`src/include/rv_core_config.svh`:
```
`ifndef RV_CORE_CONFIG_SVH
`define RV_CORE_CONFIG_SVH

// Data and address width
`define RV_XLEN 32

// Architectural register file
`define RV_REG_COUNT 32
`define RV_REG_INDEX_WIDTH 5

// First fetch address after reset
`define RV_RESET_VECTOR 32'h0000_0000

// PC increment per instruction
`define RV_INSTR_STEP 32'd4

`endif

```
`src/hw/rv_core_pkg.sv`:
```
`default_nettype none

package rv_core_pkg;

    // Major opcode, instruction bits 6 to 2
    typedef enum logic [4:0] {
        OPC_LOAD   = 5'b00000,
        OPC_OP_IMM = 5'b00100,
        OPC_AUIPC  = 5'b00101,
        OPC_STORE  = 5'b01000,
        OPC_OP     = 5'b01100,
        OPC_LUI    = 5'b01101,
        OPC_BRANCH = 5'b11000,
        OPC_JALR   = 5'b11001,
        OPC_JAL    = 5'b11011
    } opcode_e;

    typedef enum logic [3:0] {
        ALU_ADD,
        ALU_SUB,
        ALU_SLT,
        ALU_SLTU,
        ALU_XOR,
        ALU_OR,
        ALU_AND,
        ALU_SLL,
        ALU_SRL,
        ALU_SRA
    } alu_op_e;

    // Same encoding as memory_data_size
    typedef enum logic [1:0] {
        SIZE_BYTE = 2'd0,
        SIZE_HALF = 2'd1,
        SIZE_WORD = 2'd2
    } mem_size_e;

    typedef enum logic [1:0] {
        ST_FETCH_REQ,
        ST_FETCH_WAIT,
        ST_EXECUTE,
        ST_MEM_WAIT
    } core_state_e;

endpackage

`default_nettype wire

```
`src/hw/rv_decoder.sv`:
```
`timescale 1ns/1ps
`default_nettype none

`include "rv_core_config.svh"

module rv_decoder (
    input  wire [`RV_XLEN-1:0]            instruction,
    output rv_core_pkg::opcode_e           opcode,
    output logic [`RV_REG_INDEX_WIDTH-1:0] rs1_index,
    output logic [`RV_REG_INDEX_WIDTH-1:0] rs2_index,
    output logic [`RV_REG_INDEX_WIDTH-1:0] rd_index,
    output logic [2:0]                     funct3,
    output logic [`RV_XLEN-1:0]            immediate,
    output rv_core_pkg::alu_op_e           alu_op,
    output logic                           alu_use_imm,
    output logic                           writes_rd,
    output logic                           is_load,
    output logic                           is_store,
    output logic                           is_branch,
    output rv_core_pkg::mem_size_e         mem_size,
    output logic                           load_unsigned
);

    logic [`RV_XLEN-1:0] imm_i;
    logic [`RV_XLEN-1:0] imm_s;
    logic [`RV_XLEN-1:0] imm_b;
    logic [`RV_XLEN-1:0] imm_u;
    logic [`RV_XLEN-1:0] imm_j;

    assign opcode    = rv_core_pkg::opcode_e'(instruction[6:2]);
    assign rd_index  = instruction[11:7];
    assign funct3    = instruction[14:12];
    assign rs1_index = instruction[19:15];
    assign rs2_index = instruction[24:20];

    assign imm_i = {{21{instruction[31]}}, instruction[30:20]};
    assign imm_s = {{21{instruction[31]}}, instruction[30:25], instruction[11:7]};
    assign imm_b = {{20{instruction[31]}}, instruction[7], instruction[30:25],
                    instruction[11:8], 1'b0};
    assign imm_u = {instruction[31:12], 12'b0};
    assign imm_j = {{12{instruction[31]}}, instruction[19:12], instruction[20],
                    instruction[30:21], 1'b0};

    always_comb begin
        case (opcode)
            rv_core_pkg::OPC_STORE:  immediate = imm_s;
            rv_core_pkg::OPC_BRANCH: immediate = imm_b;
            rv_core_pkg::OPC_LUI,
            rv_core_pkg::OPC_AUIPC:  immediate = imm_u;
            rv_core_pkg::OPC_JAL:    immediate = imm_j;
            default:                 immediate = imm_i;
        endcase
    end

    // Only OP and OP-IMM use funct3, everything else adds
    always_comb begin
        alu_op = rv_core_pkg::ALU_ADD;
        if (opcode == rv_core_pkg::OPC_OP || opcode == rv_core_pkg::OPC_OP_IMM) begin
            case (funct3)
                3'b000: alu_op = (opcode == rv_core_pkg::OPC_OP && instruction[30])
                               ? rv_core_pkg::ALU_SUB : rv_core_pkg::ALU_ADD;
                3'b001: alu_op = rv_core_pkg::ALU_SLL;
                3'b010: alu_op = rv_core_pkg::ALU_SLT;
                3'b011: alu_op = rv_core_pkg::ALU_SLTU;
                3'b100: alu_op = rv_core_pkg::ALU_XOR;
                3'b101: alu_op = instruction[30] ? rv_core_pkg::ALU_SRA : rv_core_pkg::ALU_SRL;
                3'b110: alu_op = rv_core_pkg::ALU_OR;
                default: alu_op = rv_core_pkg::ALU_AND;
            endcase
        end
    end

    assign alu_use_imm = (opcode != rv_core_pkg::OPC_OP) && (opcode != rv_core_pkg::OPC_BRANCH);

    assign is_load   = (opcode == rv_core_pkg::OPC_LOAD);
    assign is_store  = (opcode == rv_core_pkg::OPC_STORE);
    assign is_branch = (opcode == rv_core_pkg::OPC_BRANCH);

    always_comb begin
        case (opcode)
            rv_core_pkg::OPC_LOAD, rv_core_pkg::OPC_OP_IMM, rv_core_pkg::OPC_OP,
            rv_core_pkg::OPC_LUI, rv_core_pkg::OPC_AUIPC,
            rv_core_pkg::OPC_JAL, rv_core_pkg::OPC_JALR: writes_rd = 1'b1;
            default: writes_rd = 1'b0; // Unknown opcodes retire as no-ops
        endcase
    end

    always_comb begin
        case (funct3[1:0])
            2'b00:   mem_size = rv_core_pkg::SIZE_BYTE;
            2'b01:   mem_size = rv_core_pkg::SIZE_HALF;
            default: mem_size = rv_core_pkg::SIZE_WORD;
        endcase
    end

    assign load_unsigned = funct3[2];

endmodule

`default_nettype wire

```
`src/hw/rv_regfile.sv`:
```
`timescale 1ns/1ps
`default_nettype none

`include "rv_core_config.svh"

module rv_regfile (
    input  wire                           clock,
    input  wire                           rst_n,
    input  wire [`RV_REG_INDEX_WIDTH-1:0] rs1_index,
    input  wire [`RV_REG_INDEX_WIDTH-1:0] rs2_index,
    output logic [`RV_XLEN-1:0]           rs1_data,
    output logic [`RV_XLEN-1:0]           rs2_data,
    input  wire                           write_enable,
    input  wire [`RV_REG_INDEX_WIDTH-1:0] rd_index,
    input  wire [`RV_XLEN-1:0]            rd_data
);

    logic [`RV_XLEN-1:0] registers [`RV_REG_COUNT];

    always_ff @(posedge clock or negedge rst_n) begin
        if (!rst_n) begin
            for (int i = 0; i < `RV_REG_COUNT; i++) begin
                registers[i] <= '0;
            end
        end else if (write_enable && rd_index != '0) begin // x0 stays zero
            registers[rd_index] <= rd_data;
        end
    end

    assign rs1_data = registers[rs1_index];
    assign rs2_data = registers[rs2_index];

    write_is_known: assert property (@(posedge clock) disable iff (!rst_n)
        write_enable |-> !$isunknown({rd_index, rd_data}));

endmodule

`default_nettype wire

```
`src/hw/rv_alu.sv`:
```
`timescale 1ns/1ps
`default_nettype none

`include "rv_core_config.svh"

module rv_alu (
    input  wire [`RV_XLEN-1:0]  operand_a,
    input  wire [`RV_XLEN-1:0]  operand_b,
    input  rv_core_pkg::alu_op_e alu_op,
    input  wire [2:0]           funct3,
    output logic [`RV_XLEN-1:0] result,
    output logic                branch_taken
);

    logic [4:0] shamt;
    logic       less_signed;
    logic       less_unsigned;

    assign shamt         = operand_b[4:0];
    assign less_signed   = $signed(operand_a) < $signed(operand_b);
    assign less_unsigned = operand_a < operand_b;

    always_comb begin
        case (alu_op)
            rv_core_pkg::ALU_SUB:  result = operand_a - operand_b;
            rv_core_pkg::ALU_SLT:  result = {31'b0, less_signed};
            rv_core_pkg::ALU_SLTU: result = {31'b0, less_unsigned};
            rv_core_pkg::ALU_XOR:  result = operand_a ^ operand_b;
            rv_core_pkg::ALU_OR:   result = operand_a | operand_b;
            rv_core_pkg::ALU_AND:  result = operand_a & operand_b;
            rv_core_pkg::ALU_SLL:  result = operand_a << shamt;
            rv_core_pkg::ALU_SRL:  result = operand_a >> shamt;
            rv_core_pkg::ALU_SRA:  result = $unsigned($signed(operand_a) >>> shamt);
            default:               result = operand_a + operand_b;
        endcase
    end

    // Branch kind from funct3
    always_comb begin
        case (funct3)
            3'b000:  branch_taken = (operand_a == operand_b);
            3'b001:  branch_taken = (operand_a != operand_b);
            3'b100:  branch_taken = less_signed;
            3'b101:  branch_taken = !less_signed;
            3'b110:  branch_taken = less_unsigned;
            3'b111:  branch_taken = !less_unsigned;
            default: branch_taken = 1'b0;
        endcase
    end

endmodule

`default_nettype wire

```
`src/hw/rv_lsu.sv`:
```
`timescale 1ns/1ps
`default_nettype none

`include "rv_core_config.svh"

module rv_lsu (
    input  rv_core_pkg::mem_size_e mem_size,
    input  wire                    load_unsigned,
    input  wire [`RV_XLEN-1:0]     store_source,
    input  wire [`RV_XLEN-1:0]     memory_data_in,
    output logic [`RV_XLEN-1:0]    store_data,
    output logic [`RV_XLEN-1:0]    load_data
);

    logic byte_fill;
    logic half_fill;

    // Sign bit of the loaded field, zero for unsigned loads
    assign byte_fill = !load_unsigned && memory_data_in[7];
    assign half_fill = !load_unsigned && memory_data_in[15];

    always_comb begin
        case (mem_size)
            rv_core_pkg::SIZE_BYTE: store_data = {24'b0, store_source[7:0]};
            rv_core_pkg::SIZE_HALF: store_data = {16'b0, store_source[15:0]};
            default:                store_data = store_source;
        endcase
    end

    always_comb begin
        case (mem_size)
            rv_core_pkg::SIZE_BYTE: load_data = {{24{byte_fill}}, memory_data_in[7:0]};
            rv_core_pkg::SIZE_HALF: load_data = {{16{half_fill}}, memory_data_in[15:0]};
            default:                load_data = memory_data_in;
        endcase
    end

endmodule

`default_nettype wire

```
`src/hw/rv_control.sv`:
```
`timescale 1ns/1ps
`default_nettype none

`include "rv_core_config.svh"

module rv_control (
    input  wire                    clock,
    input  wire                    rst_n,
    input  wire                    memory_ready,
    input  wire [`RV_XLEN-1:0]     memory_data_in,
    output logic [`RV_XLEN-1:0]    memory_address,
    output logic                   memory_enable,
    output logic                   memory_operation,
    output logic [1:0]             memory_data_size,
    output logic [`RV_XLEN-1:0]    memory_data_out,
    output logic [`RV_XLEN-1:0]    instruction,
    input  rv_core_pkg::opcode_e   opcode,
    input  wire                    is_load,
    input  wire                    is_store,
    input  wire                    is_branch,
    input  wire                    writes_rd,
    input  rv_core_pkg::mem_size_e mem_size,
    input  wire [`RV_XLEN-1:0]     immediate,
    input  wire [`RV_XLEN-1:0]     alu_result,
    input  wire                    branch_taken,
    input  wire [`RV_XLEN-1:0]     rs1_data,
    input  wire [`RV_XLEN-1:0]     store_data,
    input  wire [`RV_XLEN-1:0]     load_data,
    output logic                   rd_write_enable,
    output logic [`RV_XLEN-1:0]    rd_write_data
);

    rv_core_pkg::core_state_e state;

    logic [`RV_XLEN-1:0] pc;
    logic [`RV_XLEN-1:0] pc_step;
    logic [`RV_XLEN-1:0] pc_target;
    logic [`RV_XLEN-1:0] jalr_target;
    logic [`RV_XLEN-1:0] pc_next;
    logic [`RV_XLEN-1:0] exec_result;
    logic                is_mem;
    logic                fetch_start;
    logic                fetch_done;
    logic                exec_ready;
    logic                mem_done;

    assign is_mem      = is_load || is_store;
    assign fetch_start = (state == rv_core_pkg::ST_FETCH_REQ) && !memory_ready;
    assign fetch_done  = (state == rv_core_pkg::ST_FETCH_WAIT) && memory_ready;
    assign exec_ready  = (state == rv_core_pkg::ST_EXECUTE) && !memory_ready;
    assign mem_done    = (state == rv_core_pkg::ST_MEM_WAIT) && memory_ready;

    assign pc_step     = pc + `RV_INSTR_STEP;
    assign pc_target   = pc + immediate;
    assign jalr_target = rs1_data + immediate;

    always_comb begin
        if (opcode == rv_core_pkg::OPC_JAL || (is_branch && branch_taken)) begin
            pc_next = pc_target;
        end else if (opcode == rv_core_pkg::OPC_JALR) begin
            pc_next = {jalr_target[`RV_XLEN-1:1], 1'b0};
        end else begin
            pc_next = pc_step;
        end
    end

    always_comb begin
        case (opcode)
            rv_core_pkg::OPC_LUI:   exec_result = immediate;
            rv_core_pkg::OPC_AUIPC: exec_result = pc_target;
            rv_core_pkg::OPC_JAL,
            rv_core_pkg::OPC_JALR:  exec_result = pc_step; // Link address
            default:                exec_result = alu_result;
        endcase
    end

    assign rd_write_enable = (exec_ready && !is_mem && writes_rd) || (mem_done && is_load);
    assign rd_write_data   = is_load ? load_data : exec_result;

    always_ff @(posedge clock or negedge rst_n) begin
        if (!rst_n) begin
            state         <= rv_core_pkg::ST_FETCH_REQ;
            pc            <= `RV_RESET_VECTOR;
            memory_enable <= 1'b0;
        end else begin
            case (state)
                rv_core_pkg::ST_FETCH_REQ: if (fetch_start) begin
                    memory_enable <= 1'b1;
                    state         <= rv_core_pkg::ST_FETCH_WAIT;
                end
                rv_core_pkg::ST_FETCH_WAIT: if (fetch_done) begin
                    memory_enable <= 1'b0;
                    state         <= rv_core_pkg::ST_EXECUTE;
                end
                rv_core_pkg::ST_EXECUTE: if (exec_ready) begin
                    if (is_mem) begin
                        memory_enable <= 1'b1;
                        state         <= rv_core_pkg::ST_MEM_WAIT;
                    end else begin
                        pc    <= pc_next;
                        state <= rv_core_pkg::ST_FETCH_REQ;
                    end
                end
                default: if (mem_done) begin
                    memory_enable <= 1'b0;
                    pc            <= pc_step;
                    state         <= rv_core_pkg::ST_FETCH_REQ;
                end
            endcase
        end
    end

    // Request fields, held while enable is high
    always_ff @(posedge clock) begin
        if (fetch_start) begin
            memory_address   <= pc;
            memory_operation <= 1'b0;
            memory_data_size <= rv_core_pkg::SIZE_WORD;
        end
        if (exec_ready && is_mem) begin
            memory_address   <= alu_result;
            memory_operation <= is_store;
            memory_data_size <= mem_size;
            memory_data_out  <= store_data;
        end
        if (fetch_done) begin
            instruction <= memory_data_in;
        end
    end

    enable_drops_on_ready: assert property (@(posedge clock) disable iff (!rst_n)
        (memory_enable && memory_ready) |=> !memory_enable);

endmodule

`default_nettype wire

```
`src/hw/rv_core.sv`:
```
`timescale 1ns/1ps
`default_nettype none

`include "rv_core_config.svh"

module rv_core (
    input  wire                 clock,
    input  wire                 rst_n,
    output logic [`RV_XLEN-1:0] memory_address,
    output logic [`RV_XLEN-1:0] memory_data_out,
    input  wire [`RV_XLEN-1:0]  memory_data_in,
    output logic [1:0]          memory_data_size,
    output logic                memory_operation,
    output logic                memory_enable,
    input  wire                 memory_ready
);

    logic [`RV_XLEN-1:0]            instruction;
    rv_core_pkg::opcode_e           opcode;
    logic [`RV_REG_INDEX_WIDTH-1:0] rs1_index;
    logic [`RV_REG_INDEX_WIDTH-1:0] rs2_index;
    logic [`RV_REG_INDEX_WIDTH-1:0] rd_index;
    logic [2:0]                     funct3;
    logic [`RV_XLEN-1:0]            immediate;
    rv_core_pkg::alu_op_e           alu_op;
    logic                           alu_use_imm;
    logic                           writes_rd;
    logic                           is_load;
    logic                           is_store;
    logic                           is_branch;
    rv_core_pkg::mem_size_e         mem_size;
    logic                           load_unsigned;
    logic [`RV_XLEN-1:0]            rs1_data;
    logic [`RV_XLEN-1:0]            rs2_data;
    logic [`RV_XLEN-1:0]            alu_operand_b;
    logic [`RV_XLEN-1:0]            alu_result;
    logic                           branch_taken;
    logic [`RV_XLEN-1:0]            store_data;
    logic [`RV_XLEN-1:0]            load_data;
    logic                           rd_write_enable;
    logic [`RV_XLEN-1:0]            rd_write_data;

    assign alu_operand_b = alu_use_imm ? immediate : rs2_data;

    rv_decoder decoder_i (
        .instruction, .opcode, .rs1_index, .rs2_index, .rd_index, .funct3,
        .immediate, .alu_op, .alu_use_imm, .writes_rd, .is_load, .is_store,
        .is_branch, .mem_size, .load_unsigned
    );

    rv_regfile regfile_i (
        .clock, .rst_n, .rs1_index, .rs2_index, .rs1_data, .rs2_data,
        .write_enable(rd_write_enable), .rd_index, .rd_data(rd_write_data)
    );

    rv_alu alu_i (
        .operand_a(rs1_data), .operand_b(alu_operand_b), .alu_op, .funct3,
        .result(alu_result), .branch_taken
    );

    rv_lsu lsu_i (
        .mem_size, .load_unsigned, .store_source(rs2_data), .memory_data_in,
        .store_data, .load_data
    );

    rv_control control_i (
        .clock, .rst_n, .memory_ready, .memory_data_in, .memory_address,
        .memory_enable, .memory_operation, .memory_data_size, .memory_data_out,
        .instruction, .opcode, .is_load, .is_store, .is_branch, .writes_rd,
        .mem_size, .immediate, .alu_result, .branch_taken, .rs1_data,
        .store_data, .load_data, .rd_write_enable, .rd_write_data
    );

endmodule

`default_nettype wire

```
`config.mk`:
```
export PLATFORM = sky130hd
export DESIGN_NAME = rv_core
export DESIGN_NICKNAME = d
export VERILOG_FILES = /design/src/hw/rv_core_pkg.sv /design/src/hw/rv_decoder.sv /design/src/hw/rv_regfile.sv /design/src/hw/rv_alu.sv /design/src/hw/rv_lsu.sv /design/src/hw/rv_control.sv /design/src/hw/rv_core.sv
export VERILOG_INCLUDE_DIRS = /design/src /design/src/include
export SDC_FILE = /design/constraint.sdc
export NUM_CORES = 2
export LEC_CHECK = 0
export BUFFER_PORTS_ARGS = -buffer_cell sky130_fd_sc_hd__buf_2
export CELL_PAD_IN_SITES_DETAIL_PLACEMENT = 0
export CELL_PAD_IN_SITES_GLOBAL_PLACEMENT = 2
export CORE_MARGIN = 10
export CORE_UTILIZATION = 40
export DETAILED_ROUTE_END_ITERATION = 8
export PLACE_DENSITY_LB_ADDON = 0.25
export SETUP_SLACK_MARGIN = 0.5
export SYNTH_ARGS = -nofsm -noshare
export SYNTH_HDL_FRONTEND = slang
export SYNTH_SLANG_ARGS = --single-unit
export TNS_END_PERCENT = 30
```
`constraint.sdc`:
```
create_clock -name clock -period 8.6 [get_ports clock]
set_input_delay 1.72 -clock clock [delete_from_list [all_inputs] [get_ports clock]]
set_output_delay 1.72 -clock clock [all_outputs]
set_load 0.02 [all_outputs]
```
After elaboration in Yosys (flattened, before gate mapping). Cells that the tools add are included.

Bits in registers: 1158. Input port bits: 35. Output and inout port bits: 68. Logic and storage cells: 186.

$add $sub $neg: 5. Magnitude comparators: 6. Eq/ne operators: 38. Shifts and indexed selects: 3. Multiplexer cells: 47. Bitwise logic cells: 7. Reduce and logical (&&, ||, !) cells: 40.

Operators by type and width (count): 1024-bit bitwise mux (1); 32-bit 2-to-1 mux (14); 32-bit binary-select mux with 5-bit select (2); 32-bit one-hot mux with 9 select lines (1); 32-bit one-hot mux with 2 select lines (3); 32-bit demux with 5-bit select (1); 31-bit one-hot mux with 4 select lines (1); 32-bit adder (3); 32-bit one-hot mux with 3 select lines (1); 32-bit less-than comparator (2); 32-bit by 3-bit adder with 32-bit output (second input constant) (1); 32-bit AND (1); 32-bit == test (1); 32-bit inequality test (1); 32-bit bitwise OR (1); 32-bit by 5-bit << shifter with 32-bit output (1); 32-bit by 5-bit >> shifter with 32-bit output (1); 32-bit by 5-bit >>> shifter with 32-bit output (1); 32-bit subtractor (1); 32-bit bitwise XOR (1); 4-bit one-hot mux with 7 select lines (1); 6-bit >= comparator (second input constant) (3); 5-bit NOT with 6-bit output (3); 4-bit by 3-bit == test with 1-bit output (second input constant) (4); 37 further kinds (96).

Depth between registers and ports, before layout.
Depth in word-level cells: 14. Depth in mapped cells: 30. Mapped depth without buffers: 21.

By module. From an unflattened synthesis, not the netlist that was laid out.

Cells, all modules: 7320. Area, all modules: 77356.7 um^2.

By module, submodules not included: rv_regfile (instances 1, cells each 4601, area an instance 55942.4 um^2, seq. area each 25624.6 um^2); rv_control (instances 1, cells each 1132, area an instance 10566.4 um^2, seq. area each 3848.7 um^2); rv_alu (instances 1, cells each 1327, area an instance 8893.5 um^2, seq. area each 0.0 um^2); rv_decoder (instances 1, cells each 131, area an instance 805.8 um^2, seq. area each 0.0 um^2); rv_lsu (instances 1, cells each 93, area an instance 604.3 um^2, seq. area each 0.0 um^2); rv_core (instances 1, cells each 36, area an instance 544.3 um^2, seq. area each 0.0 um^2).

Worst setup path after synthesis. No wires, ideal clock.

Path type: flip-flop to flip-flop. Start: reg control_i.instruction[20]. End: reg control_i.pc[12]. Setup time: 0.123 ns. Data arrival time: 6.392 ns. Required time: 8.477 ns. Path slack: 2.085 ns. Stages on the path, launching flop included: 26. Buffers on the path: 8. Clock period less this slack: 6.515 ns. Path through: edfxtp_1 buf_2 buf_2 clkbuf_1 buf_1 buf_1 mux4_2 mux4_2 mux2i_1 nand2_1 o21ai_0 ha_1 clkbuf_1 a21o_1 a21oi_1 nor2_1 o21ai_0 a21oi_1 a311o_1 a21oi_1 mux2i_1 or2_1 clkbuf_1 clkbuf_1 a22oi_1 o221a_2.

Cells in the longest elaborated chain, start to end: 14. Elaborated cells on any way between the ends: 22. Those cells by class: add/sub: 2; order compare: 2; eq/ne: 2; mux: 11; bitwise: 1; reduce/logical: 4.

Ends and longest elaborated chain: start: declaration (line rv_control.sv:16) `` output logic [`RV_XLEN-1:0] instruction, ``; start signal: assignment (line rv_control.sv:127) `instruction <= memory_data_in;`; 5-bit NOT with 6-bit output (implied by the code) (line rv_regfile.sv:31) `assign rs2_data = registers[rs2_index];`; 32-bit binary-select mux with 5-bit select (line rv_regfile.sv:31); 32-bit 2-to-1 mux (implied by the code) (2 in series) (line rv_regfile.sv:31); 32-bit 2-to-1 mux (line rv_core.sv:43) `assign alu_operand_b = alu_use_imm ? immediate : rs2_data;`; 32-bit less-than comparator, on equally long branches (line rv_alu.sv:21, rv_alu.sv:20); 1-bit zero test, on equally long branches (line rv_alu.sv:46, rv_alu.sv:44); 1-bit one-hot mux with 6 select lines (line rv_alu.sv:40) `case (funct3)`; 1-bit logical AND (line rv_control.sv:58) `if (opcode == rv_core_pkg::OPC_JAL || (is_branch && branch_taken)) begin`; 1-bit logical OR (line rv_control.sv:58); 32-bit 2-to-1 mux * (line rv_control.sv:58); 32-bit 2-to-1 mux * (line rv_control.sv:96) `if (is_mem) begin`; 32-bit 2-to-1 mux * (line rv_control.sv:95) `rv_core_pkg::ST_EXECUTE: if (exec_ready) begin`; 32-bit one-hot mux with 2 select lines * (line rv_control.sv:86) `case (state)`; end signal: assignment (line rv_control.sv:83) `` pc <= `RV_RESET_VECTOR; ``; end signal: assignment (line rv_control.sv:100) `pc <= pc_next;`; end signal: assignment (line rv_control.sv:106) `pc <= pc_step;`; end: declaration (line rv_control.sv:35) `` logic [`RV_XLEN-1:0] pc; ``.

Every way passes the cells marked *; elsewhere a longest branch is shown, timed or not. The select of a mux whose other input is x is not followed. A chain may end at the register's enable or synchronous reset.

Worst setup path in the final report.
Start: reg control_i.instruction[17]. End: reg regfile_i.registers[275] (netlist name).

Cells in the longest elaborated chain, start to end: 9. Elaborated cells on any way between the ends: 19. Those cells by class: add/sub: 3; shift: 3; mux: 9; bitwise: 4.

Ends and longest elaborated chain: 5-bit NOT with 6-bit output (implied by the code) (line rv_regfile.sv:30) `assign rs1_data = registers[rs1_index];`; 32-bit binary-select mux with 5-bit select (line rv_regfile.sv:30); 32-bit 2-to-1 mux (implied by the code) (2 in series) (line rv_regfile.sv:30); 32-bit adder, or another cell as far along (line rv_alu.sv:34) `default: result = operand_a + operand_b;`; 32-bit one-hot mux with 9 select lines (line rv_alu.sv:24) `case (alu_op)`; 32-bit one-hot mux with 3 select lines * (line rv_control.sv:68) `case (opcode)`; 32-bit 2-to-1 mux * (line rv_control.sv:78) `assign rd_write_data = is_load ? load_data : exec_result;`; 1024-bit bitwise mux * (line rv_regfile.sv:26) `registers[rd_index] <= rd_data;`; end signal: indexed assignment (line rv_regfile.sv:26); end: declaration (line rv_regfile.sv:18) `` logic [`RV_XLEN-1:0] registers [`RV_REG_COUNT]; ``.

Marked as above.

==> impl_metrics.tcl <==
set metrics [dict create \
    drc 0 \
    hold_slack_ns 0.3954 \
    synth_edf_count 97 \
    netlist_top_cells_area "dfrtp_1, mux4_2, nand2_1, o21ai_0, mux2i_1" \
    finalWirelength_mm 319.2 \
    syn_area_sq_um 72750 \
    async_flop_share_pct 91.61 \
    root_buffer "clkbuf_16" \
    setup_violations 0 \
    clkTransAtPathRegs_ns 0.08 \
    path_class "reg -> reg" \
    dpl_cell_area_sq_um 75550 \
    clock_sinks 1156 \
    io_buffer_count 102 \
    post-synth-top-count-cell "nand2_1" \
    drtIter0Drc 7599 \
    synth_flop_cell "dfrtp_1" \
    avgSynthCellArea_sq_um 9.793 \
    grt_pass1_vias 60140 \
    postLayoutSetupSlackWorst_ns 0.7188 \
    syn_inst 7429 \
    wire_per_inst_um 32.94 \
    gr-usage-all-layers_pct 31.35 \
    syn2layout_area_growth_pct 10.43 \
    dpl.hpwl_mm 216.2 \
    peakVddDrop_mv 0.1373 \
    nNetsFinal 7414 \
    via_per_inst 6.335 \
    crit_top_cell "o21ai_0" \
    yosysWarningCount 0 \
    seq_area_frac_synth_pct 40.43 \
    clock_latency_ns 0.83 \
    fmax_mhz 126.9 \
    dr.pass1.iters 6 \
    rsz0062_at_grt "false" \
    relSlewSlack_pct 15.52 \
    setup_tns_ns 0 \
    ios 103 \
    rows 156 \
    hold_viol 0 \
    start_util_pct 40.25 \
    crit_path_end_kind "register" \
    cts_hold_buf 0 \
    die_area_sq_um 199300 \
    cts_tree "yes" \
    yosys.area.top_type_share_pct 36.43 \
    gp_congestion 1.026 \
    ys_ff_latch 1156 \
    die_h_um 446.5 \
    grt-ovfl-total 0 \
    hp-class "reg -> reg" \
    grt_max_degree 165 \
    die_w_um 446.5 \
    total_power_mw 19.55 \
    fin_area_sq_um 80340 \
    grt_pass1_wl_mm 455.3 \
    cts_buffers 139 \
    required_ns 9.27 \
    post-place-ws_ns 0.2900 \
    critPathMaxStageDelay_ns 1.03 \
    fin_crit_ns 7.881 \
    routed-via-count 61390 \
    max-cap-violations 0 \
    netlist-cell-type-count 108 \
    cp-start-kind "register" \
    syn_nets 7631 \
    synth_top_area_cell "dfrtp_1" \
    antenna_left 0 \
    cts_htree_levels 4 \
    fillers 17350 \
    finalCritPeriodShare_pct 91.64 \
    netlist_top_cells_count "nand2_1, dfrtp_1, o21ai_0" \
    power_density_nw_per_um2 243.4 \
    worst_pin_slew_ns 1.264 \
    leakage_nw 34.76 \
    fin_skew_ns 0.04407 \
    antenna_found_initial 10 \
    core_sq_um 180700 \
    crit_chain "buf_12 > mux4_2 > a22oi_1 > nand2_1 > and3b_1 > inv_1 > ha_1 > nand2b_1 > a21oi_1 > o21ba_2 > o41a_1 > a41oi_1 > nor3_1 > o21ai_0 > a21oi_1 > o21ai_0 > or3b_2 > a221oi_1 > a211o_1 > buf_4 > o21ai_0" \
    layout-drive-gt1-share_pct 16.26 \
    slowest_stage "edfxtp_1" \
    crit_fanout 31 \
    clk_path_buf_depth 3 \
    status "completed" \
    arrival_ns 8.55 \
    slew_violations 0 \
]
==> kinds of logic after synthesis <==
group	after synthesis	synth area share [%]
compound gates	2255	18.68
simple gates	1993	11.78
flops	1156	40.43
mux	910	19.72
buf+inv	846	5.251
fa+ha+maj	167	2.913
xor+xnor	102	1.228
==> placed cells by master (no fill, tap or decap), types with 34 or more instances in the layout <==
| master | count |
|---|---|
| o21ai_1 | 292 |
| o21ai_0 | 885 |
| inv_1 | 136 |
| dfrtp_1 | 1059 |
| clkbuf_16 | 141 |
| buf_4 | 217 |
| ha_1 | 163 |
| a211oi_1 | 47 |
| nor2_1 | 245 |
| a21o_1 | 75 |
| nor3_1 | 58 |
| buf_2 | 101 |
| a21oi_1 | 293 |
| and2_1 | 35 |
| o21a_1 | 34 |
| o22ai_1 | 39 |
| mux4_2 | 411 |
| xor2_1 | 38 |
| xnor2_1 | 64 |
| a22oi_1 | 247 |
| mux2_2 | 69 |
| mux2i_1 | 429 |
| edfxtp_1 | 97 |
| nand3_1 | 116 |
| nand4_1 | 50 |
| nand2_1 | 1246 |
==> through the flow <==
| stage | instances | utilization [%] |
|---|---|---|
| after global routing | 9689 | 44.45 |
| after CTS | 9687 | 44.43 |
| after floorplan | 7429 | - |
| after detailed placement | 9438 | 41.80 |
| after global placement | 9438 | 41.80 |
| final | 9691 | 44.45 |
==> critical path: cells and delay by family, from the launching register on <==
| family | cells | cell delay (ns) |
|---|---|---|
| AOI/OAI and AO/OA | 11 | 3.28 |
| and+or+nand+nor | 5 | 1.55 |
| DFF | 1 | 1.03 |
| buffers and inverters | 3 | 0.97 |
| adders and majority gates | 1 | 0.42 |
| muxes | 1 | 0.38 |
==> report_power, final <==
part	switching [mW]	internal, mW	leakage (nW)	total (mW)
logic	4.57	2.15	16.9	6.72
registers	0.534	6.08	15.6	6.62
clock network	2.55	3.66	2.33	6.21
==> final cells by class <==
type	count	area, sq um	area share [%]
antenna	3	7.507	0.009345
clock inverter	48	685.7	0.8535
timing repair buffer	346	2681	3.338
sequential	1156	29410	36.61
clock buffer	199	4056	5.049
multi-input combinational	5427	39990	49.77
inverter	142	540.5	0.6728
tap	2370	2965	3.691
==> per-layer routing <==
metal	part of all wire [%]	routed length [um]	vias to the layer above	global-route usage [%]
li1	-	-	26810	-
met4	5.5	17670	8	15.27
met2	45	142100	2826	48.01
met3	7.7	24540	660	5.713
met1	42	134800	31090	42.78
met5	0.020	65	-	0
==> state kept, by name (all words and copies together), names as in the netlist <==
name                        cells
control_i.instruction          30
control_i.memory_address       32
control_i.memory_data_out      32
control_i.memory_data_size      2
control_i.memory_enable         1
control_i.memory_operation      1
control_i.pc                   32
control_i.state                 2
regfile_i.registers          1024
==> timing repair <==
item                                    4_1_cts  5_1_grt
gates cloned                                  0        0
hold endpoints to repair                      0        0
pin swaps                                     0        0
setup buffers                                 2        1
gates resized for setup                       1        1
endpoints found under the setup margin       49       31
==> path summary, 6_finish.rpt <==
path,to,slack (ns),cells past startpoint,start
max in group asynchronous,regfile_i.registers[416]$_DFFE_PN0P_,5.53,3,rst_n
worst max-delay path,regfile_i.registers[275]$_DFFE_PN0P_,0.72,21,control_i.instruction[17]$_DFFE_PP_
worst max register to register,regfile_i.registers[275]$_DFFE_PN0P_,0.72,21,control_i.instruction[17]$_DFFE_PP_
min in group asynchronous,regfile_i.registers[703]$_DFFE_PN0P_,0.97,1,rst_n
worst min register to register,regfile_i.registers[1004]$_DFFE_PN0P_,0.40,0,regfile_i.registers[1004]$_DFFE_PN0P_
worst min-delay path,regfile_i.registers[1004]$_DFFE_PN0P_,0.40,0,regfile_i.registers[1004]$_DFFE_PN0P_
Power figures use the tool's default switching activity.
